--- src/cpu_pkg.sv ---
package cpu_pkg;

	////////////////////////////////////////////////////////////////////////////
	// widths and vector types
	////////////////////////////////////////////////////////////////////////////

	localparam int IADDR_WIDTH = 11;
	localparam int IMEM_DEPTH = 2048;

	typedef logic [31:0] word_t;
	typedef logic [IADDR_WIDTH-1:0] iaddr_t;
	typedef logic [4:0] reg_addr_t;
	typedef logic [4:0] opcode_t;
	typedef logic [2:0] alu_op_t;

	////////////////////////////////////////////////////////////////////////////
	// instruction encodings
	////////////////////////////////////////////////////////////////////////////

	// opcode lives in instr[31:27]
	localparam opcode_t OP_ADD  = 5'b00000;
	localparam opcode_t OP_ADDI = 5'b00001;
	localparam opcode_t OP_SUB  = 5'b00010;
	localparam opcode_t OP_AND  = 5'b00011;
	localparam opcode_t OP_ANDI = 5'b00100;
	localparam opcode_t OP_OR   = 5'b00101;
	localparam opcode_t OP_ORI  = 5'b00110;
	localparam opcode_t OP_XOR  = 5'b00111;
	localparam opcode_t OP_SLL  = 5'b01000;
	localparam opcode_t OP_SRL  = 5'b01001;
	localparam opcode_t OP_SRA  = 5'b01010;
	localparam opcode_t OP_LLI  = 5'b01011;
	localparam opcode_t OP_LUI  = 5'b01100;
	localparam opcode_t OP_B    = 5'b10001;
	localparam opcode_t OP_BL   = 5'b10010;
	localparam opcode_t OP_RET  = 5'b10011;

	localparam alu_op_t ALU_ADD = 3'b000;
	localparam alu_op_t ALU_SUB = 3'b001;
	localparam alu_op_t ALU_AND = 3'b010;
	localparam alu_op_t ALU_OR  = 3'b011;
	localparam alu_op_t ALU_XOR = 3'b100;
	localparam alu_op_t ALU_SLL = 3'b101;
	localparam alu_op_t ALU_SRL = 3'b110;
	localparam alu_op_t ALU_SRA = 3'b111;

	// branch condition in instr[26:24]
	localparam logic [2:0] COND_NE     = 3'b000;
	localparam logic [2:0] COND_EQ     = 3'b001;
	localparam logic [2:0] COND_GT     = 3'b010;
	localparam logic [2:0] COND_LT     = 3'b011;
	localparam logic [2:0] COND_GE     = 3'b100;
	localparam logic [2:0] COND_LE     = 3'b101;
	localparam logic [2:0] COND_OV     = 3'b110;
	localparam logic [2:0] COND_ALWAYS = 3'b111;

	////////////////////////////////////////////////////////////////////////////
	// pipeline payloads
	////////////////////////////////////////////////////////////////////////////

	typedef struct packed {
		logic zero;
		logic sign;
		logic overflow;
	} cc_t;

	typedef struct packed {
		alu_op_t   alu_op;
		logic      use_immediate;
		logic      write_lower;
		logic      write_upper;
		logic      select_immediate;
		logic      update_cc;
		logic      write_reg;
		reg_addr_t dest;
		reg_addr_t src1;
		reg_addr_t src2;
	} ex_ctrl_t;

	typedef struct packed {
		ex_ctrl_t ctrl;
		word_t    op1;
		word_t    op2;
		word_t    immediate;
	} ex_op_t;

	typedef struct packed {
		reg_addr_t dest;
		word_t     data;
	} retire_t;

endpackage

--- src/result_stage.sv ---
module result_stage (
	input  logic             clk,
	input  logic             rst_n,
	input  cpu_pkg::retire_t res,
	input  logic             res_valid,
	output cpu_pkg::retire_t rf_wr,
	output logic             rf_wr_en,
	output cpu_pkg::retire_t bypass,
	output logic             bypass_valid
);
	import cpu_pkg::*;

	// execute/result register
	retire_t res_q;
	logic    valid_q;

	always_ff @(posedge clk or negedge rst_n) begin
		if (!rst_n) begin
			valid_q <= 1'b0;
		end else begin
			valid_q <= res_valid;
		end
	end

	always_ff @(posedge clk) begin
		res_q <= res;
	end

	// one register feeds the write port, the bypass and retire
	assign rf_wr = res_q;
	assign rf_wr_en = valid_q;

	assign bypass = res_q;
	assign bypass_valid = valid_q;

	// pipeline is empty coming out of reset, so nothing can
	// reach this stage for the first two edges
	a_quiet_after_reset: assert property (
		@(posedge clk) $rose(rst_n) |-> !rf_wr_en ##1 !rf_wr_en);

endmodule

--- config.mk ---
export PLATFORM = sky130hd
export DESIGN_NAME = result_stage
export DESIGN_NICKNAME = d
export VERILOG_FILES = /design/src/cpu_pkg.sv /design/src/result_stage.sv
export SDC_FILE = /design/constraint.sdc
export NUM_CORES = 1
export LEC_CHECK = 0
export ABC_AREA = 1
export BUFFER_PORTS_ARGS = -buffer_cell sky130_fd_sc_hd__buf_2
export CORE_MARGIN = 3
export CORE_UTILIZATION = 30
export CTS_CLUSTER_DIAMETER = 80
export CTS_CLUSTER_SIZE = 20
export DETAILED_ROUTE_END_ITERATION = 10
export PLACE_DENSITY = 0.72
export SETUP_SLACK_MARGIN = 0.2
export SYNTH_ARGS = -nofsm -noshare
export SYNTH_HDL_FRONTEND = slang
export SYNTH_SLANG_ARGS = --single-unit
--- constraint.sdc ---
create_clock -name clk -period 1.3 [get_ports clk]
set_input_delay 0.13 -clock clk [delete_from_list [all_inputs] [get_ports clk]]
set_output_delay 0.13 -clock clk [all_outputs]
set_load 0.02 [all_outputs]
==> impl_metrics.ini <==
[critical_path]
cp_slowest_stage_delay_ns = 0.38
critical_path_arrival_ns = 0.86
crit_path_end_kind = output port
worst-setup-path-type = reg -> out
start_kind = flip-flop
cp_slowest_cell = dfrtp_1
required_ns = 1.17
cp_max_fo = 2
critPathBufInv = 1
cp_cell_sequence = buf_2
crit_family = flip-flops

[final_layout]
multi_input_comb_area_um2 = 0
area_growth_pct = 74.3
fillers = 282
fin_nets = 239
multi_input_cells = 0
drive_above_1_share = 0.603
diodes = 0

[logic_synthesis]
syn_inst = 76
synth.most_common_cell = buf_4
ys_seq_area_frac = 0.729
synthAdderAreaFrac = 0
synth_edf_count = 0
synth_top_family_by_area = buffers and inverters
yosys.area.top_type = dfxtp_1
synth_warnings = 0
yosysUniqueCellTypes = 3
syn_avg_cell_area_um2 = 13.8
synth-simple-area-share = 0
yosys_most_used_dff = dfxtp_1
synth_xor_area_frac = 0
syn_area_um2 = 1050
synth_common_cells = 38 x buf_4, 37 x dfxtp_1, 1 x dfrtp_1
muxShareOfSynthArea = 0
async_reset_ff_frac = 0.0263
yosys-top-cells-area = dfxtp_1 70%, buf_4 27%, dfrtp_1 2.4%
syn_nets = 116
synth_compound_area_frac = 0
ys_seq_elements = 38
synth_top_area_share = 0.705

[global_route]
grt-ovfl-total = 0
grt_antenna_before_repair = 0
grt_pass1_vias = 909
grt_pass1_wl_um = 4030
grt_max_degree = 11
grt_usage = 0.128

[pwr]
powerDensity_nw_per_um2 = 1210
vdd.ir_drop.worst_mv = 0.592
cellLeakagePower_uw = 0.000965

[worst_hold_path]
hold_path_class = in -> async

[clock_tree]
path_clk_slew_ns = 0.09
clk_path_buf_depth = 2
cts_made_buffers = 5
tritoncts = built
clock-sinks = 38
cts_max_level = 2
post_cts_resized = 0
cts_root_buf = clkbuf_4

[timing]
setup-violations-final = 0
rsz0062_at_grt = no
fin_hold_ws_ns = 0.110
max_slew_margin = 0.913
finalMaxSlewViolations = 0
period_share = 0.760
min_period_ns = 0.988
fmax_mhz = 1010
worst_slew_pin_slew_ns = 0.131
tns_ns = 0
hold_viol = 0

[route]
via_per_inst = 3.71
wl_per_cell_um = 10.8
dr.pass1.iters = 3
vias = 902
drt-initial-drc-count = 29
drtAntennaViolNets = 0
drc = 0
totalWireLength_um = 2630

[floorplanning]
rows = 20
dieArea_um2 = 4250
initial_core_util = 0.328
core_um2 = 3200
ios = 116
die_y_um = 65.2
die_w_um = 65.2

[placed_design]
numPortBuffers = 115
place.gp.congestion = 0.626

[status]
status = complete, no violations

[run]
max_cap_violations = 0
stage by stage:
stage          area [um2]  instances  power (uW)  setup slack (ns)   util
6_report             1830        243        2210             0.312  0.572
5_1_grt              1830        243        2350             0.241  0.572
4_1_cts              1830        243        2250             0.276  0.572
3_5_place_dp         1400        197        1620             0.658  0.436
3_3_place_gp         1400        197        1620             0.672  0.436
2_1_floorplan        1050         76        1530             0.557      -
routing by layer:
metal | global-route usage | wire [um] | vias to the layer above
met4 | 0.0881 | 86 | 0
met3 | 0.0427 | 294 | 10
met5 | 0 | 0 | -
li1 | - | - | 437
met2 | 0.226 | 1360 | 74
met1 | 0.125 | 892 | 381
placed cells by master (no fill, tap or decap):
| cell | count |
|---|---|
| dlygate4sd3_1 | 39 |
| buf_2 | 115 |
| clkbuf_4 | 5 |
| clkbuf_1 | 2 |
| dfrtp_1 | 1 |
| dfxtp_1 | 37 |
path summary, 6_finish.rpt:
path / start / cells after the start / slack [ns] / endpoint
worst min-delay path: rst_n / 2 / 0.11 / bypass_valid
worst max-delay path: bypass_valid / 1 / 0.31 / bypass_valid
min in group clk: res[11] / 2 / 0.43 / bypass[11]
max in group asynchronous: rst_n / 2 / 1.11 / bypass_valid
state kept, by name (all words and copies together) (netlist names):
name	cells
bypass	37
bypass_valid	1
area by class of cell:
class                 count  area (um2)  share of cell area
Tap cell                 44        55.1              0.0301
Sequential cell          38         766               0.418
Timing Repair Buffer    154         966               0.527
Clock buffer              7        45.0              0.0246
kinds of logic after synthesis:
group    Yosys count
buf+inv           38
flops             38
power by group:
group / internal (uW) / leakage (uW) / switching (uW)
Combinational: 198 / 0.000615 / 230
Sequential: 1230 / 0.000324 / 24.4
Clock: 204 / 0.0000254 / 327
Total: 1630 / 0.000965 / 581
repair_timing:
action | in CTS | in global routing
setup buffers | 0 | 0
hold buffers | 39 | 0
hold endpoints to repair | 39 | 0
No activity file was read; power rests on OpenSTA's default activity.
