$ cat config.mk
export PLATFORM = sky130hd
export DESIGN_NAME = register_file
export DESIGN_NICKNAME = d
export VERILOG_FILES = /design/src/cpu_pkg.sv /design/src/register_file.sv
export SDC_FILE = /design/constraint.sdc
export NUM_CORES = 2
export LEC_CHECK = 0
export BUFFER_PORTS_ARGS = -buffer_cell sky130_fd_sc_hd__buf_2
export CORE_MARGIN = 2
export CORE_UTILIZATION = 55
export CTS_CLUSTER_DIAMETER = 80
export DETAILED_ROUTE_END_ITERATION = 16
export GPL_TIMING_DRIVEN = 0
export MAX_ROUTING_LAYER = met4
export PLACE_DENSITY = 0.73
export SYNTH_ARGS = -nofsm -noshare
export SYNTH_HDL_FRONTEND = slang
export SYNTH_SLANG_ARGS = --single-unit
$ cat constraint.sdc
create_clock -name clk -period 5.9 [get_ports clk]
set_input_delay 1.18 -clock clk [delete_from_list [all_inputs] [get_ports clk]]
set_output_delay 1.18 -clock clk [all_outputs]
set_load 0.05 [all_outputs]
$ cat src/cpu_pkg.sv
package cpu_pkg;

	////////////////////////////////////////////////////////////////////////////
	// widths and vector types
	////////////////////////////////////////////////////////////////////////////

	localparam int IADDR_WIDTH = 11;
	localparam int IMEM_DEPTH = 2048;

	typedef logic [31:0] word_t;
	typedef logic [IADDR_WIDTH-1:0] iaddr_t;
	typedef logic [4:0] reg_addr_t;
	typedef logic [4:0] opcode_t;
	typedef logic [2:0] alu_op_t;

	////////////////////////////////////////////////////////////////////////////
	// instruction encodings
	////////////////////////////////////////////////////////////////////////////

	// opcode lives in instr[31:27]
	localparam opcode_t OP_ADD  = 5'b00000;
	localparam opcode_t OP_ADDI = 5'b00001;
	localparam opcode_t OP_SUB  = 5'b00010;
	localparam opcode_t OP_AND  = 5'b00011;
	localparam opcode_t OP_ANDI = 5'b00100;
	localparam opcode_t OP_OR   = 5'b00101;
	localparam opcode_t OP_ORI  = 5'b00110;
	localparam opcode_t OP_XOR  = 5'b00111;
	localparam opcode_t OP_SLL  = 5'b01000;
	localparam opcode_t OP_SRL  = 5'b01001;
	localparam opcode_t OP_SRA  = 5'b01010;
	localparam opcode_t OP_LLI  = 5'b01011;
	localparam opcode_t OP_LUI  = 5'b01100;
	localparam opcode_t OP_B    = 5'b10001;
	localparam opcode_t OP_BL   = 5'b10010;
	localparam opcode_t OP_RET  = 5'b10011;

	localparam alu_op_t ALU_ADD = 3'b000;
	localparam alu_op_t ALU_SUB = 3'b001;
	localparam alu_op_t ALU_AND = 3'b010;
	localparam alu_op_t ALU_OR  = 3'b011;
	localparam alu_op_t ALU_XOR = 3'b100;
	localparam alu_op_t ALU_SLL = 3'b101;
	localparam alu_op_t ALU_SRL = 3'b110;
	localparam alu_op_t ALU_SRA = 3'b111;

	// branch condition in instr[26:24]
	localparam logic [2:0] COND_NE     = 3'b000;
	localparam logic [2:0] COND_EQ     = 3'b001;
	localparam logic [2:0] COND_GT     = 3'b010;
	localparam logic [2:0] COND_LT     = 3'b011;
	localparam logic [2:0] COND_GE     = 3'b100;
	localparam logic [2:0] COND_LE     = 3'b101;
	localparam logic [2:0] COND_OV     = 3'b110;
	localparam logic [2:0] COND_ALWAYS = 3'b111;

	////////////////////////////////////////////////////////////////////////////
	// pipeline payloads
	////////////////////////////////////////////////////////////////////////////

	typedef struct packed {
		logic zero;
		logic sign;
		logic overflow;
	} cc_t;

	typedef struct packed {
		alu_op_t   alu_op;
		logic      use_immediate;
		logic      write_lower;
		logic      write_upper;
		logic      select_immediate;
		logic      update_cc;
		logic      write_reg;
		reg_addr_t dest;
		reg_addr_t src1;
		reg_addr_t src2;
	} ex_ctrl_t;

	typedef struct packed {
		ex_ctrl_t ctrl;
		word_t    op1;
		word_t    op2;
		word_t    immediate;
	} ex_op_t;

	typedef struct packed {
		reg_addr_t dest;
		word_t     data;
	} retire_t;

endpackage

$ cat src/register_file.sv
module register_file (
	input  logic               clk,
	input  logic               rst_n,
	input  cpu_pkg::reg_addr_t rd_addr1,
	input  cpu_pkg::reg_addr_t rd_addr2,
	input  cpu_pkg::retire_t   wr,
	input  logic               wr_en,
	output cpu_pkg::word_t     rd_data1,
	output cpu_pkg::word_t     rd_data2
);
	import cpu_pkg::*;

	word_t regs [32];

	logic write_live;
	logic hit1;
	logic hit2;

	// r0 stays zero, so it never takes a write
	assign write_live = wr_en && (wr.dest != '0);

	always_ff @(posedge clk or negedge rst_n) begin
		if (!rst_n) begin
			for (int i = 0; i < 32; i++) begin
				regs[i] <= '0;
			end
		end else if (write_live) begin
			regs[wr.dest] <= wr.data;
		end
	end

	// write-through
	// a same-cycle write shows up on the read port
	assign hit1 = write_live && (wr.dest == rd_addr1);
	assign hit2 = write_live && (wr.dest == rd_addr2);

	assign rd_data1 = hit1 ? wr.data : regs[rd_addr1];
	assign rd_data2 = hit2 ? wr.data : regs[rd_addr2];

endmodule

==> metrics.txt <==
outcome=finished, violations left; failing checks=max-capacitance violations, max-slew violations, negative setup slack; layout cell share with drive strength beyond 1=a little over two fifths; routing usage on met2=55.56%; GR Layer Usage met1=50.72%; worst-path fanout max=10; Synth Register Bits=between 1000 and 1500; antenna violations before repair=14; Hold Crit Class=flop to flop; clock network fraction of design power=a little over a third; Reg2Reg Setup Slack=5.04 ns; commonest non-fill, non-tap cell in the layout=dfrtp_1; Clock Latency Late Sink=0.71 ns; post-CTS setup buffer count=0; f_max=between 150 and 200 MHz; RD Place Congestion=0.9832; synthesis-to-finish area growth=11.99%; drt pass-1 iters=6; clock skew=0 ns; # hold bufs at CTS=0; TritonCTS Buffers=112; Cell Area, Synth=53450 um2; final core utilization=61.98%; DRC Markers=0; Slew @ Worst Pin=1.580 ns; Sw Ratio=28.32%; CP most frequent cell=buf_2; CTS Buffer Depth=3; vias in the first global route=37653; Core Region=approximately 97000 um2; grt peak-use layer=met2; H-tree depth=3; routed vias=between 30000 and 40000; largest area contributor in the netlist=dfrtp_1; YS warnings=0; max cap viols=8; Die Width=315.7 um; pwr dens=357.4 nW/um2; Arr. time, crit path=4.83 ns; Leak=25.96 nW; Critical Path End=rd_data2[31]; Place WS=0.03122 ns; gr usage total=between 40% and 50%; Synth Flop Type=dfrtp_1; post-synthesis async set-or-reset flop share=100.0%; final hold vios=0; top-area cell type share of the netlist area=47.95%; worst-path cell chain=buf_2, buf_2, nor2_1, nand2_1, clkbuf_1, o22ai_1, or4_1, o21ai_1, buf_2; dpl hpwl=roughly 130000 um; Worst-path clk slew=0.06 ns; sequential power share=43.6%; Critical Path Sink Type=primary output; sequential element share of the synthesized area=47.95%; post-cts sizing count=0; # IOs=114; Int Power=15.34 mW; Avg WL per Cell=approximately 38 um; instance count of the mapped netlist=3483; Final period util=101.9%; Avg Inst Size Synth=about 15 um2; RSZ-0062 raised after global routing=false; max-slew violation count=77; WS Path Type=input pin to primary output; most frequent cells in the layout=1024 x dfrtp_1, 630 x mux2_2, 511 x mux4_2; number of flip-flops in the largest register=1024; R2R depth=1; Via-to-Cell Ratio=7.360; startpoint types=input pin; First DRT Iteration DRCs=between 5000 and 6000; Worst Setup SP=rd_addr2[3]; worst r2r src=regs[540]; Largest regs=regs x1024; Detail Route Antenna Nets=0; Synth Net Count=3533; Synth cell types=41; P_sw=6.059 mW; global route overflow=0; CTS tree=built; top cells by area, synth=dfrtp_1 48%, mux4_2 22%, mux2_2 13%, mux2_1 7.6%, o22ai_1 2.9%; Die Ht=approximately 320 um; setup ws final=-0.1132 ns; Top reg by flops=regs; first-pass GRT wire length=271700 um; # port buffers=104; final WL=192100 um; VDD IR max=around 0.00024 V; CP required=4.72 ns; CTS root buf=clkbuf_16; initial core utilization=around 55%; EDFF count, synth=0; fraction of power consumed by combinational cells=~20%; DIE AREA=99680 um2; Cell Rows=114; Setup-failing EPs final=4; Num Clock Sinks=1024; worst r2r dst=regs[540]; grt met3 use=17.35%; largest net degree at the start of global routing=167; worst-path cell with the longest stage delay=clkbuf_1; slowest stage delay, CP=0.90 ns; Worst slew margin=-5.348%; minimum clock period=6.013 ns; Final #Nets=3758
==> power by group through the flow <==
stage          clock (mW)  combinational, mW  sequential (mW)
6_report             7.73               4.34             9.32
5_1_grt              8.02               4.54             9.47
4_1_cts              7.71               4.27             9.26
3_5_place_dp            0               4.26             9.37
3_3_place_gp            0               4.13             9.28
2_1_floorplan           0               3.20             9.05
==> cell type report <==
type	instances	area (um2)
antenna	13	32.53
buffer	412	1924
clock buffer	150	3237
clock inverter	59	815.8
fill	7125	36710
inverter	3	11.26
multi-input combinational	2044	25900
sequential	1024	25620
tap	1276	1597
timing repair buffer	111	715.7
==> routing by layer <==
metal	vias up	wire length (um)
met5	-	0
met1	19767	68440
met4	0	11870
met2	2837	82880
met3	775	28940
li1	14100	-
==> synthesized netlist by cell type (4+ instances only) <==
cell type	n
mux2_2	630
xor2_1	4
nand3_1	10
buf_6	17
mux4_2	511
buf_4	36
nor2_1	22
nor3b_1	4
o22ai_1	248
dfrtp_1	1024
buf_2	87
or4_1	62
o21ai_1	62
nand3b_1	7
nand2_1	83
mux2_1	363
clkbuf_1	220
mux2i_1	6
buf_1	51
xnor2_1	6
==> worst min-delay path by stage <==
stage                           from  slack, ns         end  cells after the start
final                      regs[999]       0.48   regs[999]                      1
after global routing      regs[1006]       0.49  regs[1006]                      1
after detailed placement  regs[1007]       0.47  regs[1007]                      1
after CTS                  regs[995]       0.48   regs[995]                      1
after floorplan           regs[1000]       0.44  regs[1000]                      1
after global placement    regs[1022]       0.45  regs[1022]                      1
==> through the flow <==
step / setup TNS (ns) / instances / total power [mW] / hold WS [ns] / cell area [um2]
after floorplan: 0 / 3483 / 12.26 / 0.4413 / 53450
after global placement: - / 4863 / 13.41 / 0.4528 / 55560
after detailed placement: 0 / 4869 / 13.63 / 0.4656 / 55750
after CTS: 0 / 5078 / 21.25 / 0.4797 / 59800
after global routing: 0 / 5087 / 22.03 / 0.4939 / 59840
final: -0.2838 / 5092 / 21.39 / 0.4787 / 59850
==> logic make-up (layout without fill, tap and decap cells) <==
kind of cell	Yosys count	in the layout	synth area share (%)
buffers and inverters	415	735	3.617
flip-flops	1024	1024	47.95
AND/OR/NAND/NOR	204	204	2.067
AO/OA/AOI/OAI	320	320	3.638
XOR/XNOR	10	10	0.1639
multiplexers	1510	1510	42.57
other	0	13	0
==> critical path, delay by kind of cell <==
kind	cells	cell delay [ns]
AOI/OAI and AO/OA	2	0.89
buffers and inverters	4	1.87
and+or+nand+nor	3	0.86
Note: power is estimated with default switching activity, not from simulation.
