**src/cpu_pkg.sv**
```systemverilog
package cpu_pkg;

	////////////////////////////////////////////////////////////////////////////
	// widths and vector types
	////////////////////////////////////////////////////////////////////////////

	localparam int IADDR_WIDTH = 11;
	localparam int IMEM_DEPTH = 2048;

	typedef logic [31:0] word_t;
	typedef logic [IADDR_WIDTH-1:0] iaddr_t;
	typedef logic [4:0] reg_addr_t;
	typedef logic [4:0] opcode_t;
	typedef logic [2:0] alu_op_t;

	////////////////////////////////////////////////////////////////////////////
	// instruction encodings
	////////////////////////////////////////////////////////////////////////////

	// opcode lives in instr[31:27]
	localparam opcode_t OP_ADD  = 5'b00000;
	localparam opcode_t OP_ADDI = 5'b00001;
	localparam opcode_t OP_SUB  = 5'b00010;
	localparam opcode_t OP_AND  = 5'b00011;
	localparam opcode_t OP_ANDI = 5'b00100;
	localparam opcode_t OP_OR   = 5'b00101;
	localparam opcode_t OP_ORI  = 5'b00110;
	localparam opcode_t OP_XOR  = 5'b00111;
	localparam opcode_t OP_SLL  = 5'b01000;
	localparam opcode_t OP_SRL  = 5'b01001;
	localparam opcode_t OP_SRA  = 5'b01010;
	localparam opcode_t OP_LLI  = 5'b01011;
	localparam opcode_t OP_LUI  = 5'b01100;
	localparam opcode_t OP_B    = 5'b10001;
	localparam opcode_t OP_BL   = 5'b10010;
	localparam opcode_t OP_RET  = 5'b10011;

	localparam alu_op_t ALU_ADD = 3'b000;
	localparam alu_op_t ALU_SUB = 3'b001;
	localparam alu_op_t ALU_AND = 3'b010;
	localparam alu_op_t ALU_OR  = 3'b011;
	localparam alu_op_t ALU_XOR = 3'b100;
	localparam alu_op_t ALU_SLL = 3'b101;
	localparam alu_op_t ALU_SRL = 3'b110;
	localparam alu_op_t ALU_SRA = 3'b111;

	// branch condition in instr[26:24]
	localparam logic [2:0] COND_NE     = 3'b000;
	localparam logic [2:0] COND_EQ     = 3'b001;
	localparam logic [2:0] COND_GT     = 3'b010;
	localparam logic [2:0] COND_LT     = 3'b011;
	localparam logic [2:0] COND_GE     = 3'b100;
	localparam logic [2:0] COND_LE     = 3'b101;
	localparam logic [2:0] COND_OV     = 3'b110;
	localparam logic [2:0] COND_ALWAYS = 3'b111;

	////////////////////////////////////////////////////////////////////////////
	// pipeline payloads
	////////////////////////////////////////////////////////////////////////////

	typedef struct packed {
		logic zero;
		logic sign;
		logic overflow;
	} cc_t;

	typedef struct packed {
		alu_op_t   alu_op;
		logic      use_immediate;
		logic      write_lower;
		logic      write_upper;
		logic      select_immediate;
		logic      update_cc;
		logic      write_reg;
		reg_addr_t dest;
		reg_addr_t src1;
		reg_addr_t src2;
	} ex_ctrl_t;

	typedef struct packed {
		ex_ctrl_t ctrl;
		word_t    op1;
		word_t    op2;
		word_t    immediate;
	} ex_op_t;

	typedef struct packed {
		reg_addr_t dest;
		word_t     data;
	} retire_t;

endpackage

```
**src/alu.sv**
```systemverilog
module alu (
	input  cpu_pkg::alu_op_t op,
	input  cpu_pkg::word_t   a,
	input  cpu_pkg::word_t   b,
	output cpu_pkg::word_t   result,
	output cpu_pkg::cc_t     flags
);
	import cpu_pkg::*;

	logic add_ovf;
	logic sub_ovf;
	logic overflow;

	always_comb begin
		case (op)
			ALU_ADD: result = a + b;
			ALU_SUB: result = a - b;
			ALU_AND: result = a & b;
			ALU_OR:  result = a | b;
			ALU_XOR: result = a ^ b;
			// shift amount from the low five bits only
			ALU_SLL: result = a << b[4:0];
			ALU_SRL: result = a >> b[4:0];
			ALU_SRA: result = word_t'($signed(a) >>> b[4:0]);
			default: result = '0;
		endcase
	end

	// signed overflow
	assign add_ovf = (a[31] == b[31]) && (result[31] != a[31]);
	assign sub_ovf = (a[31] != b[31]) && (result[31] != a[31]);

	assign overflow = (op == ALU_ADD) ? add_ovf :
		(op == ALU_SUB) ? sub_ovf : 1'b0;

	assign flags = '{zero: (result == '0), sign: result[31], overflow: overflow};

endmodule

```
**src/execute_stage.sv**
```systemverilog
module execute_stage (
	input  cpu_pkg::ex_op_t   ex_op,
	input  logic              ex_valid,
	input  cpu_pkg::retire_t  bypass,
	input  logic              bypass_valid,
	output cpu_pkg::ex_ctrl_t pending,
	output logic              pending_valid,
	output cpu_pkg::cc_t      next_cc,
	output logic              cc_update,
	output cpu_pkg::retire_t  res,
	output logic              res_valid
);
	import cpu_pkg::*;

	ex_ctrl_t ctrl;
	logic     fwd1;
	logic     fwd2;
	word_t    op1;
	word_t    op2;
	word_t    operand_b;
	word_t    alu_result;
	word_t    merged;
	cc_t      alu_flags;

	assign ctrl = ex_op.ctrl;

	// bypass from result
	// r0 reads must stay zero even when r0 was just written
	assign fwd1 = bypass_valid && (bypass.dest != '0) && (bypass.dest == ctrl.src1);
	assign fwd2 = bypass_valid && (bypass.dest != '0) && (bypass.dest == ctrl.src2);

	assign op1 = fwd1 ? bypass.data : ex_op.op1;
	assign op2 = fwd2 ? bypass.data : ex_op.op2;

	assign operand_b = ctrl.use_immediate ? ex_op.immediate : op2;

	alu u_alu (
		.op     (ctrl.alu_op),
		.a      (op1),
		.b      (operand_b),
		.result (alu_result),
		.flags  (alu_flags)
	);

	// half-word merge for lli/lui, op2 holds the old destination
	always_comb begin
		merged = op2;
		if (ctrl.write_lower) begin
			merged[15:0] = ex_op.immediate[15:0];
		end
		if (ctrl.write_upper) begin
			merged[31:16] = ex_op.immediate[15:0];
		end
	end

	assign res.dest = ctrl.dest;
	assign res.data = ctrl.select_immediate ? merged : alu_result;
	assign res_valid = ex_valid && ctrl.write_reg;

	assign next_cc = alu_flags;
	assign cc_update = ex_valid && ctrl.update_cc;

	// decode looks at this for the branch hazard
	assign pending = ctrl;
	assign pending_valid = ex_valid;

endmodule

```
**config.mk**
```make
export PLATFORM = sky130hd
export DESIGN_NAME = execute_stage
export DESIGN_NICKNAME = d
export VERILOG_FILES = /design/src/cpu_pkg.sv /design/src/alu.sv /design/src/execute_stage.sv
export SDC_FILE = /design/constraint.sdc
export NUM_CORES = 1
export LEC_CHECK = 0
export ABC_AREA = 0
export ABC_CLOCK_PERIOD_IN_PS = 17100
export BUFFER_PORTS_ARGS = -buffer_cell sky130_fd_sc_hd__buf_2
export CAP_MARGIN = 20
export CORE_UTILIZATION = 40
export DETAILED_ROUTE_END_ITERATION = 16
export PLACE_DENSITY = 0.67
export RECOVER_POWER = 100
export SLEW_MARGIN = 0
export SYNTH_ARGS = -nofsm -noshare
export SYNTH_HDL_FRONTEND = slang
export SYNTH_SLANG_ARGS = --single-unit
export TNS_END_PERCENT = 20
```
**constraint.sdc**
```tcl
create_clock -name vclk -period 17.1
set_input_delay 0.855 -clock vclk [all_inputs]
set_output_delay 0.855 -clock vclk [all_outputs]
set_load 0.01 [all_outputs]
```
==> summary.md <==
| Metric | Value |
|---|---|
| Status | finished with violations |
| Failing checks | max-capacitance violations, max-slew violations |
| Mapped Avg Cell Area | 6.39 um^2 |
| Largest stage delay, worst path | 2.46 ns |
| HP Start | ex_op[107] |
| Final period utilization | 0.760 |
| Sequential area share after synthesis | 0 |
| Arrival time worst endpoint | 12.14 ns |
| Worst-margin pin slew | 3.30 ns |
| Worst-path fanout max | 63 |
| CLK BUF | 0 |
| Final WL | about 76 mm |
| Critical path class | input port to output pin |
| TNS Setup | 0 ns |
| Std-Cell Rows | 62 |
| CP Launch Type | input port |
| Leak pwr | between 5 and 6 nW |
| Share of layout cells above drive strength 1 | 0.156 |
| Fin cells | roughly 2,300 |
| Die Span Y | 173 um |
| Synthesized instance count | between 1,500 and 2,000 |
| P per Cell Area | slightly below 50 nW/um^2 |
| Final hold violation count | 0 |
| Delay-heaviest family, CP | compound AO/OA/AOI/OAI gates |
| Synth unique cells | just under 90 |
| Vias | around 16,000 |
| Worst endpoint required time | 16.25 ns |
| Worst Hold Endpoint | pending[11] |
| Router iterations before antenna repair | 6 |
| Initial Util | 0.407 |
| CTS Hold Bufs | 0 |
| Full die area | 29,900 um^2 |
| Mapped Area | around 12,000 um^2 |
| Placed Cells | about 2,300 |
| Fin crit period | 13.00 ns |
| Layout area overhead | 9.15% |
| Largest area contributor in the netlist | ha_1 |
| Post-CTS sizing | 0 |
| Post-DRT Antenna Nets | 0 |
| VDD IR max | 0.0217 mV |
| Slew Viols, Final | 256 |
| DP Area | 12,800 um^2 |
| Largest net degree at the start of global routing | between 60 and 70 |
| Buffers added on ports | 211 |
| Gr usage total | 0.487 |
| First-pass GRT wire length | 107 mm |
| Max Freq | about 77 MHz |
| Count leader, synth | nand2_1 |
| Reg area | 0 um^2 |
| Routed len/inst | roughly 33 um |
| Crit path top cell by count | clkbuf_1 |
| Critical path buffers and inverters | 5 |
| DRC viols | 0 |
| Yosys top cell area share | 0.103 |
| Hold path cells | 0 |
| Fill count | 3,144 |
| CP Cell Sequence | buf_2 > or4_4 > o21ai_0 > o311ai_0 > and3_2 > clkbuf_1 > clkinv_1 > buf_4 > nor2_1 > a221oi_1 > mux2i_1 > a211oi_1 > o221ai_1 > a2111o_1 > nor4_1 > and4_1 > and4b_1 > clkbuf_1 |
| Syn nets | 2,085 |
| Initial antenna violation count | 4 |
| Seq cells | 0 |
| Via density | 7.11 |
| Vias in the first global route | 15,000 |
| Fin Hold WS | approximately 1.7 ns |
| Max-slew headroom at the worst pin | -1.22 |
| Final HPWL DP | roughly 60 mm |
| Synth area leaders | ha_1 10%, o21ai_0 6.5%, mux2i_1 6.3% |
| Die width | 173 um |
| Ports | 226 |
| HP Class | input port to output pin |
| Routability cong. | 1.06 |
| Post-CTS Repair Setup Buffers | 0 |
| Max_cap viols | 7 |
| Nets@finish | 2,174 |
| Setup violators final | 0 |
| Core Footprint | 28,700 um^2 |
| Post-route cell area | between 10,000 and 15,000 um^2 |
| Total Power | 621 uW |
| Synth Warn # | 0 |
| Synth cell count leaders | 182 x nand2_1, 153 x nor2_1, 151 x o21ai_0 |
| Total gr overflow | 0 |
| Max stage delay cell, worst path | o21ai_0 |
| RSZ-0062 raised after global routing | no |
| Crit. End Element | output pin |
| Detailed Route Iter0 Violations | 2,837 |
## power breakdown
group	internal, mW	leakage, nW	switching (mW)
clock	0.00000000249	0.0000127	0
combinational	0.198	5.37	0.423
sequential	0	0	0
total	0.198	5.37	0.423
## cell usage in the layout (no fill, tap or decap), types with 22 or more instances in the layout
| cell | count |
|---|---|
| nand2_1 | 182 |
| buf_2 | 164 |
| o21ai_0 | 152 |
| nor2_1 | 151 |
| a21oi_1 | 128 |
| ha_1 | 96 |
| nand3_1 | 88 |
| inv_1 | 78 |
| mux2i_1 | 74 |
| xnor2_1 | 58 |
| mux2_2 | 57 |
| clkbuf_1 | 52 |
| o211ai_1 | 41 |
| nand4_1 | 40 |
| o22ai_1 | 39 |
| a211oi_1 | 35 |
| buf_4 | 35 |
| o31ai_1 | 34 |
| nor3_1 | 34 |
| a31oi_1 | 33 |
| and2_1 | 29 |
| nand2b_1 | 22 |
## how the worst max path moves through the flow
stage / startpoint / endpoint / slack (ns) / depth (start not counted)
final: bypass[36] / next_cc[2] / 4.10 / 18
after global routing: bypass[36] / next_cc[2] / 3.89 / 25
after CTS: bypass[36] / next_cc[2] / 8.14 / 25
after detailed placement: bypass[36] / next_cc[2] / 8.17 / 25
after global placement: bypass[36] / next_cc[2] / 8.11 / 23
after floorplan: bypass[36] / next_cc[0] / 9.70 / 27
## layout make-up
type | instances | area (um^2) | share of cell area
inverter | 83 | 312 | 0.0244
timing repair buffer | 253 | 1290 | 0.101
antenna | 2 | 5.00 | 0.000392
multi-input combinational | 1580 | 10700 | 0.836
tap | 384 | 480 | 0.0377
## cells by family after synthesis
family,Yosys count,synth area share
compound gates,648,0.368
xor+xnor,67,0.0502
buf+inv,249,0.0927
mux,135,0.124
simple gates,633,0.260
fa+ha+maj,97,0.104
## per-layer routing
metal	share of wire	GRT usage	wire length, um
met2	0.41	0.719	30900
met4	0.077	0.297	5800
met3	0.13	0.135	9910
met1	0.38	0.628	29200
met5	0.00030	0	23
## per-stage QoR
stage,util,setup slack (ns)
after floorplan,-,9.70
after global placement,0.447,8.11
after detailed placement,0.447,8.17
after CTS,0.447,8.14
after global routing,0.444,3.89
final,0.444,4.10
(Power assumes the default switching activity.)
