==> config.mk <==
export PLATFORM = sky130hd
export DESIGN_NAME = decode_stage
export DESIGN_NICKNAME = d
export VERILOG_FILES = /design/src/cpu_pkg.sv /design/src/decode_stage.sv
export SDC_FILE = /design/constraint.sdc
export NUM_CORES = 1
export LEC_CHECK = 0
export BUFFER_PORTS_ARGS = -buffer_cell sky130_fd_sc_hd__buf_2
export CORE_AREA = 2 2 116 118
export DETAILED_ROUTE_END_ITERATION = 8
export DIE_AREA = 0 0 118 120
export GPL_TIMING_DRIVEN = 1
export PLACE_DENSITY = 0.65
export SYNTH_ARGS = -nofsm -noshare
export SYNTH_HDL_FRONTEND = slang
export SYNTH_SLANG_ARGS = --single-unit
==> constraint.sdc <==
create_clock -name clk -period 3.04 [get_ports clk]
set_input_delay 0.304 -clock clk [delete_from_list [all_inputs] [get_ports clk]]
set_output_delay 0.304 -clock clk [all_outputs]
set_load 0.02 [all_outputs]
==> src/cpu_pkg.sv <==
package cpu_pkg;

	////////////////////////////////////////////////////////////////////////////
	// widths and vector types
	////////////////////////////////////////////////////////////////////////////

	localparam int IADDR_WIDTH = 11;
	localparam int IMEM_DEPTH = 2048;

	typedef logic [31:0] word_t;
	typedef logic [IADDR_WIDTH-1:0] iaddr_t;
	typedef logic [4:0] reg_addr_t;
	typedef logic [4:0] opcode_t;
	typedef logic [2:0] alu_op_t;

	////////////////////////////////////////////////////////////////////////////
	// instruction encodings
	////////////////////////////////////////////////////////////////////////////

	// opcode lives in instr[31:27]
	localparam opcode_t OP_ADD  = 5'b00000;
	localparam opcode_t OP_ADDI = 5'b00001;
	localparam opcode_t OP_SUB  = 5'b00010;
	localparam opcode_t OP_AND  = 5'b00011;
	localparam opcode_t OP_ANDI = 5'b00100;
	localparam opcode_t OP_OR   = 5'b00101;
	localparam opcode_t OP_ORI  = 5'b00110;
	localparam opcode_t OP_XOR  = 5'b00111;
	localparam opcode_t OP_SLL  = 5'b01000;
	localparam opcode_t OP_SRL  = 5'b01001;
	localparam opcode_t OP_SRA  = 5'b01010;
	localparam opcode_t OP_LLI  = 5'b01011;
	localparam opcode_t OP_LUI  = 5'b01100;
	localparam opcode_t OP_B    = 5'b10001;
	localparam opcode_t OP_BL   = 5'b10010;
	localparam opcode_t OP_RET  = 5'b10011;

	localparam alu_op_t ALU_ADD = 3'b000;
	localparam alu_op_t ALU_SUB = 3'b001;
	localparam alu_op_t ALU_AND = 3'b010;
	localparam alu_op_t ALU_OR  = 3'b011;
	localparam alu_op_t ALU_XOR = 3'b100;
	localparam alu_op_t ALU_SLL = 3'b101;
	localparam alu_op_t ALU_SRL = 3'b110;
	localparam alu_op_t ALU_SRA = 3'b111;

	// branch condition in instr[26:24]
	localparam logic [2:0] COND_NE     = 3'b000;
	localparam logic [2:0] COND_EQ     = 3'b001;
	localparam logic [2:0] COND_GT     = 3'b010;
	localparam logic [2:0] COND_LT     = 3'b011;
	localparam logic [2:0] COND_GE     = 3'b100;
	localparam logic [2:0] COND_LE     = 3'b101;
	localparam logic [2:0] COND_OV     = 3'b110;
	localparam logic [2:0] COND_ALWAYS = 3'b111;

	////////////////////////////////////////////////////////////////////////////
	// pipeline payloads
	////////////////////////////////////////////////////////////////////////////

	typedef struct packed {
		logic zero;
		logic sign;
		logic overflow;
	} cc_t;

	typedef struct packed {
		alu_op_t   alu_op;
		logic      use_immediate;
		logic      write_lower;
		logic      write_upper;
		logic      select_immediate;
		logic      update_cc;
		logic      write_reg;
		reg_addr_t dest;
		reg_addr_t src1;
		reg_addr_t src2;
	} ex_ctrl_t;

	typedef struct packed {
		ex_ctrl_t ctrl;
		word_t    op1;
		word_t    op2;
		word_t    immediate;
	} ex_op_t;

	typedef struct packed {
		reg_addr_t dest;
		word_t     data;
	} retire_t;

endpackage

==> src/decode_stage.sv <==
module decode_stage (
	input  logic               clk,
	input  logic               rst_n,
	input  cpu_pkg::word_t     instr,
	input  cpu_pkg::iaddr_t    instr_pc,
	input  logic               instr_valid,
	input  cpu_pkg::word_t     rd_data1,
	input  cpu_pkg::word_t     rd_data2,
	input  cpu_pkg::ex_ctrl_t  pending,
	input  logic               pending_valid,
	input  cpu_pkg::cc_t       next_cc,
	input  logic               cc_update,
	output cpu_pkg::reg_addr_t rd_addr1,
	output cpu_pkg::reg_addr_t rd_addr2,
	output logic               stall,
	output logic               redirect,
	output cpu_pkg::iaddr_t    redirect_addr,
	output logic               link,
	output cpu_pkg::iaddr_t    link_addr,
	output logic               ret,
	output cpu_pkg::ex_op_t    ex_op,
	output logic               ex_valid
);
	import cpu_pkg::*;

	opcode_t  opcode;
	ex_ctrl_t ctrl;
	word_t    immediate;
	logic     alu_class;
	logic     is_branch;
	logic     is_link;
	logic     is_ret;
	logic     taken;
	cc_t      cc_q;

	// decode/execute register
	ex_ctrl_t ctrl_q;
	logic     valid_q;
	word_t    op1_q;
	word_t    op2_q;
	word_t    imm_q;

	assign opcode = instr[31:27];
	assign immediate = {{16{instr[15]}}, instr[15:0]};

	////////////////////////////////////////////////////////////////////////////
	// opcode decode
	////////////////////////////////////////////////////////////////////////////

	always_comb begin
		ctrl = '0;
		alu_class = 1'b0;
		is_branch = 1'b0;
		is_link = 1'b0;
		is_ret = 1'b0;
		case (opcode)
			OP_ADD, OP_ADDI: alu_class = 1'b1;
			OP_SUB: begin
				ctrl.alu_op = ALU_SUB;
				alu_class = 1'b1;
			end
			OP_AND, OP_ANDI: begin
				ctrl.alu_op = ALU_AND;
				alu_class = 1'b1;
			end
			OP_OR, OP_ORI: begin
				ctrl.alu_op = ALU_OR;
				alu_class = 1'b1;
			end
			OP_XOR: begin
				ctrl.alu_op = ALU_XOR;
				alu_class = 1'b1;
			end
			OP_SLL: begin
				ctrl.alu_op = ALU_SLL;
				alu_class = 1'b1;
			end
			OP_SRL: begin
				ctrl.alu_op = ALU_SRL;
				alu_class = 1'b1;
			end
			OP_SRA: begin
				ctrl.alu_op = ALU_SRA;
				alu_class = 1'b1;
			end
			OP_LLI: ctrl.write_lower = 1'b1;
			OP_LUI: ctrl.write_upper = 1'b1;
			OP_B: is_branch = 1'b1;
			OP_BL: begin
				is_branch = 1'b1;
				is_link = 1'b1;
			end
			OP_RET: is_ret = 1'b1;
			// everything else is a no-op
			default: ;
		endcase

		ctrl.select_immediate = ctrl.write_lower || ctrl.write_upper;
		ctrl.use_immediate = opcode inside {OP_ADDI, OP_ANDI, OP_ORI};
		ctrl.update_cc = alu_class;
		ctrl.write_reg = alu_class || ctrl.select_immediate;
		ctrl.dest = instr[26:22];
		ctrl.src1 = instr[21:17];
		// lli/lui merge into the old destination value
		ctrl.src2 = ctrl.select_immediate ? instr[26:22] : instr[16:12];
	end

	assign rd_addr1 = ctrl.src1;
	assign rd_addr2 = ctrl.src2;

	////////////////////////////////////////////////////////////////////////////
	// flags and branch resolution
	////////////////////////////////////////////////////////////////////////////

	always_ff @(posedge clk or negedge rst_n) begin
		if (!rst_n) begin
			cc_q <= '0;
		end else if (cc_update) begin
			cc_q <= next_cc;
		end
	end

	always_comb begin
		case (instr[26:24])
			COND_NE:     taken = !cc_q.zero;
			COND_EQ:     taken = cc_q.zero;
			COND_GT:     taken = !cc_q.zero && !cc_q.sign;
			COND_LT:     taken = !cc_q.zero && cc_q.sign;
			COND_GE:     taken = cc_q.zero || !cc_q.sign;
			COND_LE:     taken = cc_q.zero || cc_q.sign;
			COND_OV:     taken = cc_q.overflow;
			COND_ALWAYS: taken = 1'b1;
			default:     taken = 1'b0;
		endcase
	end

	// flags for a branch right behind an update are one cycle late
	assign stall = instr_valid && is_branch && pending_valid && pending.update_cc;

	assign redirect = instr_valid && is_branch && taken && !stall;
	assign redirect_addr = instr_pc + iaddr_t'(1) + immediate[IADDR_WIDTH-1:0];
	assign link = redirect && is_link;
	assign link_addr = instr_pc + iaddr_t'(1);
	assign ret = instr_valid && is_ret;

	always_ff @(posedge clk or negedge rst_n) begin
		if (!rst_n) begin
			ctrl_q <= '0;
			valid_q <= 1'b0;
		end else if (stall || !instr_valid) begin
			ctrl_q <= '0;
			valid_q <= 1'b0;
		end else begin
			ctrl_q <= ctrl;
			valid_q <= 1'b1;
		end
	end

	always_ff @(posedge clk) begin
		op1_q <= rd_data1;
		op2_q <= rd_data2;
		imm_q <= immediate;
	end

	assign ex_op = '{ctrl: ctrl_q, op1: op1_q, op2: op2_q, immediate: imm_q};
	assign ex_valid = valid_q;

	// the bubble clears the pending update, so a stall never repeats
	a_single_cycle_stall: assert property (
		@(posedge clk) disable iff (!rst_n) stall |=> !stall);

endmodule

==> qor.csv, run 1 <==
metric,value,unit
Post-synth ARST share,25.9,%
number of CTS-inserted buffers,9,
cell area after synthesis,0.00368,mm²
overall power,3.30,mW
initial antenna violation count,2,
Max-slew headroom,57.9,%
total routed wirelength,10.3,mm
die width,118,µm
fin cells,739,
post-synthesis mux area share,2.92,%
largest net degree at the start of global routing,29,
Crit Path Category,input port to primary output,
Setup crit end kind,primary output,
routed vias,3085,
Buffers on Ports,272,
I/O pins,296,
DRT iter0 DRCs,86,
Synth area leader,dfxtp_1,
Core ar.,0.0130,mm²
launching point of the worst reg2reg path,cc_q[2],
crit path from,instr_pc[0],
Final Hold Fails,0,
multi-input logic area,0.00116,mm²
first-pass GRT wire length,15.4,mm
outcome,completed,
CTS tree,done,
worst path required time,2740,ps
critical path's top delay family,simple AND/OR/NAND/NOR gates,
Post-synth EDFFs,0,
Setup crit start kind,input port,
Post-Synth Adder-Cell Area,4.96,%
Synth Area in Simple Gates,12.7,%
hold slack,52.0,ps
total negative slack,0,ps
DPL Wire Length,8.43,mm
placed cell count,720,
RSZ-0062 raised after global routing,false,
Synth area leaders,"dfxtp_1 43%, dfrtp_1 19%, ha_1 4.4%",
top cell type's share of synthesized area,43.5,%
CP Cell Sequence,buf_2 > ha_1 > nand3_1 > xnor2_1 > ha_2 > a21oi_2 > nor2b_1 > o31ai_2 > or4b_1 > o311ai_1 > buf_2,
Worst Path Max Fanout,5,
slowest cell delay on critical path,460,ps
Max Slew Vio Count,0,
"Clk Latency, worst-skew pair",340,ps
YS warnings,0,
drt via density,4.17,
"CTS clk-pin slew, worst paths",80,ps
Syn Inst Count,298,
ratio of final minimum period to clock period,94.2,%
fillers,1280,
row count,42,
Worst-Margin Slew,631,ps
Max-Cap Viols,0,
Max Clk Rate,349,MHz
"leading cell type in the layout, fill and taps excluded",buf_2,
CTS Root Cell,clkbuf_16,
total grt overflow,0,
synth unique cells,54,
fin nets,709,
main combinational cell family by area after synthesis,simple AND/OR/NAND/NOR gates,
Final Skew,0,ps
layout cells sized above 1,55.1,%
maximum VDD drop,0.284,mV
H-tree depth,3,
metal3 WL,685,µm
Routability Congestion,0.855,
total die area,0.0142,mm²
Syn Nets,451,
most frequent cells in the layout,"272 x buf_2, 80 x dfxtp_1, 28 x dfrtp_1",
#FFs+latches synth,108,
Mean Syn Cell Area,12.4,µm²
Post-DRT Antenna Nets,0,
register area,0.00230,mm²
post-synthesis compound-gate area fraction,6.35,%
Longest Clk Path Bufs,2,
min Tclk post-route,2860,ps
post-layout util,41.6,%
Area Overhead vs Synth,46.6,%
vias in the first global route,2944,
"Top cell by count, worst path",buf_2,
post-synthesis xor/xnor area fraction,4.28,%
TritonCTS sink count,108,
DRT met1 WL,4.22,mm
DRC viols,0,
wire per inst,14.0,µm
HP Class,input port to flop,
Starting Density,28.4,%
"Setup Fix Bufs, Post-CTS",0,
final setup vio count,0,
CP arrival,2560,ps
CP max stage cell,or4b_1,
top routing layer in use,met4,
register area share after synthesis,62.5,%
DR WL met2,5.28,mm
Die Y,120,µm
P_leak,2.82,nW
CP bufs+invs,2,
Min-Delay Startpoint,rd_data2[20],
overall routing resource usage,14.1,%
Pre-Repair DR Iteration Count,4,
Power Density,611,mW/mm²
"Primary FF master, synth",dfxtp_1,
[metal layers]
metal  vias to the layer above  track usage, %
met5                         -               0
met1                      1439            16.5
met2                       128            23.7
li1                       1507               -
met4                         0            4.97
met3                        11            5.04
[synth_stat cells, types with 2 or more instances]
master / number
a21oi_1: 11
a221oi_1: 2
a31oi_1: 4
and2_1: 14
and3_1: 2
and4_1: 2
buf_2: 2
buf_4: 21
buf_6: 2
clkbuf_1: 2
dfrtp_1: 28
dfxtp_1: 80
ha_1: 13
inv_1: 8
mux2_2: 2
mux2_4: 5
nand2_1: 12
nand2b_1: 5
nand3_1: 8
nand4_1: 2
nor2_1: 14
nor2b_1: 2
nor3_1: 5
o21ai_0: 6
xnor2_1: 13
xor2_1: 5
[final cells by class]
type                    instances  area share (%)
flip-flops and latches        108            42.6
repair buffers                274            25.5
multi-input cells             154            21.4
clock buffers                   9            4.17
well taps                     176            4.08
clock inverters                 7            1.46
inverters                       9           0.625
diodes                          2          0.0926
[cells by family (layout without fill, tap and decap cells)]
group / count (synthesis) / count (layout)
XOR/XNOR: 18 / 18
buffers and inverters: 36 / 299
multiplexers: 8 / 8
adder cells (fa/ha/maj): 14 / 14
flip-flops: 108 / 108
AND/OR/NAND/NOR: 79 / 79
other: 0 / 2
AO/OA/AOI/OAI: 35 / 35
[metrics by stage]
| step | setup slack, ps | cell area, µm² |
|---|---|---|
| floorplan | 213 | 3680 |
| global placement | 124 | 5080 |
| detailed placement | 123 | 5080 |
| CTS | 110 | 5390 |
| global route | 39.9 | 5400 |
| finish | 177 | 5400 |
[sequential cells by signal, summed over array words and instances, names as in the netlist]
| signal | cells |
|---|---|
| imm_q | 16 |
| op1_q | 32 |
| cc_q | 3 |
| op2_q | 32 |
| ex_op | 24 |
| ex_valid | 1 |
[power by group]
group	leakage, nW	internal (mW)	switching [mW]	total [mW]
clock network	0.150	0.591	0.575	1.17
registers	1.04	1.49	0.0216	1.52
logic	1.63	0.235	0.381	0.616
[what timing repair did]
| item | 4_1_cts | 5_1_grt |
|---|---|---|
| hold buffers | 1 | 0 |
| setup endpoints to repair | 0 | 1 |
| hold endpoints to repair | 28 | 0 |
| resized for setup | 0 | 2 |
[worst paths after layout]
kind | endpoint | slack, ps | cells after the start
min | op2_q[20] | 50 | 1
max in group asynchronous | ex_op[97] | 2100 | 2
min in group asynchronous | ex_op[114] | 510 | 2
max | redirect_addr[8] | 180 | 11
min reg2reg | cc_q[0] | 580 | 2
max reg2reg | cc_q[2] | 2220 | 1
Note: power is estimated with default switching activity, not from simulation.
==> run 2, diff against run 1 <==
--- a/config.mk
+++ b/config.mk
@@ -11,6 +11,7 @@
 export DIE_AREA = 0 0 118 120
 export GPL_TIMING_DRIVEN = 1
 export PLACE_DENSITY = 0.65
+export RECOVER_POWER = 100
 export SYNTH_ARGS = -nofsm -noshare
 export SYNTH_HDL_FRONTEND = slang
 export SYNTH_SLANG_ARGS = --single-unit
==> qor.csv, run 2 (synthesis gave the netlist of run 1 again) <==
metric,value,unit,change
outcome,finished with violations,,
failing checks,"max-capacitance violations, max-slew violations",,
initial antenna violation count,2,,unchanged
DPL Wire Length,8.43,mm,unchanged
final setup vio count,0,,unchanged
TritonCTS sink count,108,,unchanged
Worst-Margin Slew,1530,ps,+898 ps
post-route cell area,0.00516,mm²,-4.5%
wire per inst,14.2,µm,+1.6%
Pre-Repair DR Iteration Count,4,,unchanged
Power Density,632,mW/mm²,+3.4%
"Clk Latency, worst-skew pair",340,ps,about the same
row count,42,,unchanged
CP Cell Sequence,buf_2 > ha_1 > fa_1 > a21oi_1 > nor2_1 > o31ai_2 > or4b_1 > o311ai_1 > clkbuf_2,,
Cell Int Power,2.28,mW,-1.7%
Reg2Reg Depth,1,,unchanged
Final Hold Fails,0,,unchanged
Placement Setup Slack,123,ps,unchanged
DRC viols,0,,unchanged
CTS Root Cell,clkbuf_16,,
CP arrival,2580,ps,+20 ps
first-pass GRT wire length,15.4,mm,unchanged
post-layout util,39.8,%,-1.9 points
layout cells sized above 1,24.8,%,-30 points
"CTS clk-pin slew, worst paths",80,ps,about the same
fin nets,709,,unchanged
maximum VDD drop,0.284,mV,about the same
area post-placement,0.00508,mm²,unchanged
total die area,0.0142,mm²,unchanged
Die Y,120,µm,unchanged
H-tree depth,3,,unchanged
launching point of the worst reg2reg path,cc_q[2],,
number of CTS-inserted buffers,9,,unchanged
Max Clk Rate,347,MHz,-0.56%
worst setup path endpoint,redirect_addr[8],,
Setup crit start kind,input port,,
DRT iter0 DRCs,99,,+15%
Crit Path Category,input port to primary output,,
critical path's top delay family,adder cells,,
"leading cell type in the layout, fill and taps excluded",clkbuf_1,,
min Tclk post-route,2880,ps,+16.1 ps
Area Overhead vs Synth,40.0,%,
r2r setup slk,2220,ps,about the same
total negative slack,0,ps,unchanged
RR Endpoint,cc_q[2],,
most frequent cells in the layout,"161 x clkbuf_1, 108 x buf_2, 80 x dfxtp_1",,
total routed wirelength,10.5,mm,+1.6%
Final Skew,0,ps,unchanged
drt via density,4.15,,-0.49%
Psw,978,µW,about the same
vias in the first global route,2944,,unchanged
P_leak,2.30,nW,-18%
Post-DRT Antenna Nets,0,,unchanged
ratio of final minimum period to clock period,94.7,%,+0.53 points
Max Slew Vio Count,29,,+29
Setup crit end kind,primary output,,
Reg power frac,46.6,%,+0.6 points
setup ws final,161,ps,-16.1 ps
Starting Density,28.4,%,unchanged
Core ar.,0.0130,mm²,unchanged
slowest cell delay on critical path,470,ps,about the same
total grt overflow,0,,unchanged
overall routing resource usage,14.1,%,unchanged
largest net degree at the start of global routing,29,,unchanged
Max-Cap Viols,1,,+1
Worst Path Max Fanout,4,,-1
RSZ-0062 raised after global routing,false,,
clock network power share,35.7,%,+0.3 points
Routability Congestion,0.855,,unchanged
routed vias,3070,,-0.49%
CP max stage cell,or4b_1,,
Buffers on Ports,272,,unchanged
"Setup Fix Bufs, Post-CTS",0,,unchanged
hold slack,53.6,ps,+1.59 ps
crit path from,instr_pc[0],,
WP depth,9,,-2
worst path required time,2740,ps,about the same
die width,118,µm,unchanged
I/O pins,296,,unchanged
CP bufs+invs,2,,unchanged
Max-slew headroom,-1.90,%,-60 points
CTS tree,done,,
Combinational Power Share,17.7,%,-1.0 points
Longest Clk Path Bufs,2,,unchanged
Net Sw Frac,30.0,%,+0.37 points
HP Class,input port to flop,,
==> run 2: power by group through the flow <==
stage	Clock, mW	Sequential, mW	Combinational [mW]
2_1_floorplan	0	1.64	0.281
3_3_place_gp	0	1.55	0.607
3_5_place_dp	0	1.55	0.614
4_1_cts	1.21	1.52	0.619
5_1_grt	1.26	1.53	0.619
6_report	1.16	1.52	0.576
==> run 2: layer usage <==
| layer | wire (µm) | part of all wire, % | GRT usage [%] | vias to the layer above |
|---|---|---|---|---|
| met5 | 0 | 0 | 0 | - |
| met4 | 119 | 1.1 | 4.97 | 0 |
| met3 | 689 | 6.6 | 5.04 | 9 |
| met2 | 5310 | 51 | 23.7 | 128 |
| met1 | 4380 | 42 | 16.5 | 1424 |
| li1 | - | - | - | 1509 |
==> run 2: worst min-delay path by stage <==
stage,from,endpoint,slack [ps],cells past startpoint
finish,rd_data1[27],op1_q[27],50,1
global placement,rst_n,ex_op[115],350,1
detailed placement,rst_n,ex_op[114],370,1
CTS,rd_data1[26],op1_q[26],30,1
global route,rd_data2[30],op2_q[30],30,1
floorplan,rst_n,cc_q[0],8,0
==> run 2: per-stage QoR <==
step | total power, mW | cells
2_1_floorplan | 1.92 | 298
3_5_place_dp | 2.16 | 720
6_report | 3.26 | 739
5_1_grt | 3.40 | 737
3_3_place_gp | 2.15 | 720
4_1_cts | 3.34 | 737
==> run 2: cell type report <==
| type | count | area (µm²) |
|---|---|---|
| multi-input combinational | 154 | 1120 |
| antenna | 2 | 5.00 |
| inverter | 9 | 33.8 |
| clock inverter | 7 | 78.8 |
| tap | 176 | 220 |
| sequential | 108 | 2300 |
| clock buffer | 9 | 225 |
| timing repair buffer | 274 | 1180 |
| fill | 1373 | 7820 |
==> run 2: what timing repair did <==
action,4_1_cts,5_1_grt
gates resized for setup,0,2
hold buffers,1,0
hold endpoints to repair,28,0
endpoints found under the setup margin,0,1
==> run 3, diff against run 2 <==
==> constraint.sdc (replaced) <==
create_clock -name clk -period 2.65 [get_ports clk]
set_input_delay 0.265 -clock clk [delete_from_list [all_inputs] [get_ports clk]]
set_output_delay 0.265 -clock clk [all_outputs]
set_load 0.02 [all_outputs]
==> qor.csv, run 3 (synthesis gave the netlist of run 1 again) <==
metric,value,unit,change
Power Density,655,mW/mm²,+3.8%
DRC viols,0,,unchanged
hold path depth,1,,unchanged
"leading cell type in the layout, fill and taps excluded",clkbuf_1,,
RSZ-0062 raised after global routing,true,,
Cell Int Power,2.74,mW,+20%
TritonCTS sink count,108,,unchanged
first-pass GRT wire length,17.4,mm,+13%
I/O pins,296,,unchanged
CTS tree,done,,
DRT iter0 DRCs,128,,+29%
Hold Path End,op1_q[22],,
Area Overhead vs Synth,62.1,%,
wire per inst,14.5,µm,+2.2%
row count,42,,unchanged
Crit Path Category,input port to primary output,,
post-layout util,46.0,%,+6.3 points
Longest Clk Path Bufs,2,,unchanged
final setup vio count,1,,+1
post-route cell area,0.00597,mm²,+16%
DPL Wire Length,8.42,mm,about the same
overall routing resource usage,15.8,%,+1.7 points
Routability Congestion,0.898,,+5.0%
Final Skew,0,ps,unchanged
min Tclk post-route,2660,ps,
Post-DRT Antenna Nets,0,,unchanged
CP arrival,2400,ps,-180 ps
number of CTS-inserted buffers,9,,unchanged
Buffers on Ports,272,,unchanged
fillers,1284,,-6.5%
CTS Root Cell,clkbuf_16,,
Max Slew Vio Count,29,,unchanged
P_leak,2.71,nW,+18%
area post-placement,0.00522,mm²,+2.8%
# diodes,0,,-2
die width,118,µm,unchanged
setup ws final,-14.2,ps,-175 ps
drt via density,4.20,,+1.0%
outcome,finished with violations,,
fin cells,803,,+8.7%
launching point of the worst reg2reg path,cc_q[2],,
placed cell count,737,,+2.4%
vias in the first global route,3439,,+17%
Pre-Repair DR Iteration Count,4,,unchanged
Core ar.,0.0130,mm²,unchanged
Worst-Margin Slew,1510,ps,-18.1 ps
layout cells sized above 1,31.9,%,+7.1 points
largest net degree at the start of global routing,29,,unchanged
Net Sw Frac,30.0,%,about the same
Max-slew headroom,-0.687,%,+1.2 points
Psw,1.18,mW,+20%
clock network power share,34.6,%,-1.1 points
hold slack,18.6,ps,-35.0 ps
total routed wirelength,11.7,mm,+11%
H-tree depth,3,,unchanged
Worst Path Max Fanout,3,,-1
Final Hold Fails,0,,unchanged
routed vias,3370,,+9.8%
Min-Delay Startpoint,rd_data1[22],,
initial antenna violation count,0,,-2
HP Class,input port to flop,,
failing checks,"max-capacitance violations, max-slew violations, negative setup slack",,
Max-Cap Viols,1,,unchanged
Setup crit end kind,primary output,,
total grt overflow,0,,unchanged
Combinational Power Share,20.9,%,+3.2 points
Reg power frac,44.6,%,-2.0 points
Starting Density,28.4,%,unchanged
Die Y,120,µm,unchanged
fin nets,775,,+9.3%
RR Endpoint,cc_q[2],,
total negative slack,-14.2,ps,-14.2 ps
maximum VDD drop,0.312,mV,+9.8%
total die area,0.0142,mm²,unchanged
"CTS clk-pin slew, worst paths",80,ps,about the same
r2r setup slk,1840,ps,-380 ps
worst path required time,2380,ps,-360 ps
"Clk Latency, worst-skew pair",350,ps,about the same
Max Clk Rate,375,MHz,
Reg2Reg Depth,1,,unchanged
ratio of final minimum period to clock period,101,%,
most frequent cells in the layout,"149 x clkbuf_1, 119 x buf_2, 80 x dfxtp_1",,
Setup crit start kind,input port,,
run 3: through the flow:
step | setup slack (ps) | total power, mW
floorplan | -4.41 | 2.21
CTS | -6.49 | 3.98
global route | -118 | 4.11
global placement | -154 | 2.51
detailed placement | -130 | 2.52
finish | -14.2 | 3.91
run 3: worst max-delay path by stage:
stage / startpoint / end / slack (ps)
after floorplan: instr_pc[0] / redirect_addr[8] / -4
after global placement: instr_pc[0] / redirect_addr[8] / -150
after detailed placement: instr_pc[0] / redirect_addr[8] / -130
after CTS: instr_pc[0] / redirect_addr[8] / -6
after global routing: instr_pc[0] / redirect_addr[8] / -120
final: instr_pc[0] / redirect_addr[8] / -10
run 3: timing repair:
action,4_1_cts,5_1_grt
gates cloned,0,0
setup buffers,3,2
setup endpoints to repair,1,4
gates resized for setup,16,13
endpoints found under the hold margin,71,1
hold buffers,44,1
pin swaps,6,9
run 3: worst max-delay path, cell delays in order:
cell and delay [ps]:
buf_2 110, buf_4 110, nand3_1 110, nor2_4 140
xor2_2 200, ha_1 280, nand3_1 90, nor2_1 60
o31ai_2 250, or4b_4 510, o311ai_4 110, buf_6 160
run 3: area by class of cell:
type | instances | area, µm² | area share (%)
clock buffer | 9 | 225 | 3.77
clock inverter | 7 | 86.3 | 1.45
inverter | 9 | 33.8 | 0.566
multi-input combinational | 154 | 1290 | 21.6
sequential | 108 | 2300 | 38.6
tap | 176 | 220 | 3.69
timing repair buffer | 340 | 1810 | 30.3
run 3: power groups by stage:
stage          clock [mW]  sequential [mW]  combinational, mW
5_1_grt              1.48             1.75              0.878
3_5_place_dp            0             1.78              0.740
6_report             1.35             1.74              0.818
2_1_floorplan           0             1.89              0.326
4_1_cts              1.41             1.74              0.828
3_3_place_gp            0             1.77              0.734
run 3: routing by layer:
layer / part of all wire [%] / wire, µm / track usage (%)
met5: 0 / 0 / 0
met4: 3.4 / 400 / 9.41
met3: 5.3 / 615 / 3.37
met2: 53 / 6140 / 28.3
met1: 39 / 4510 / 17.0
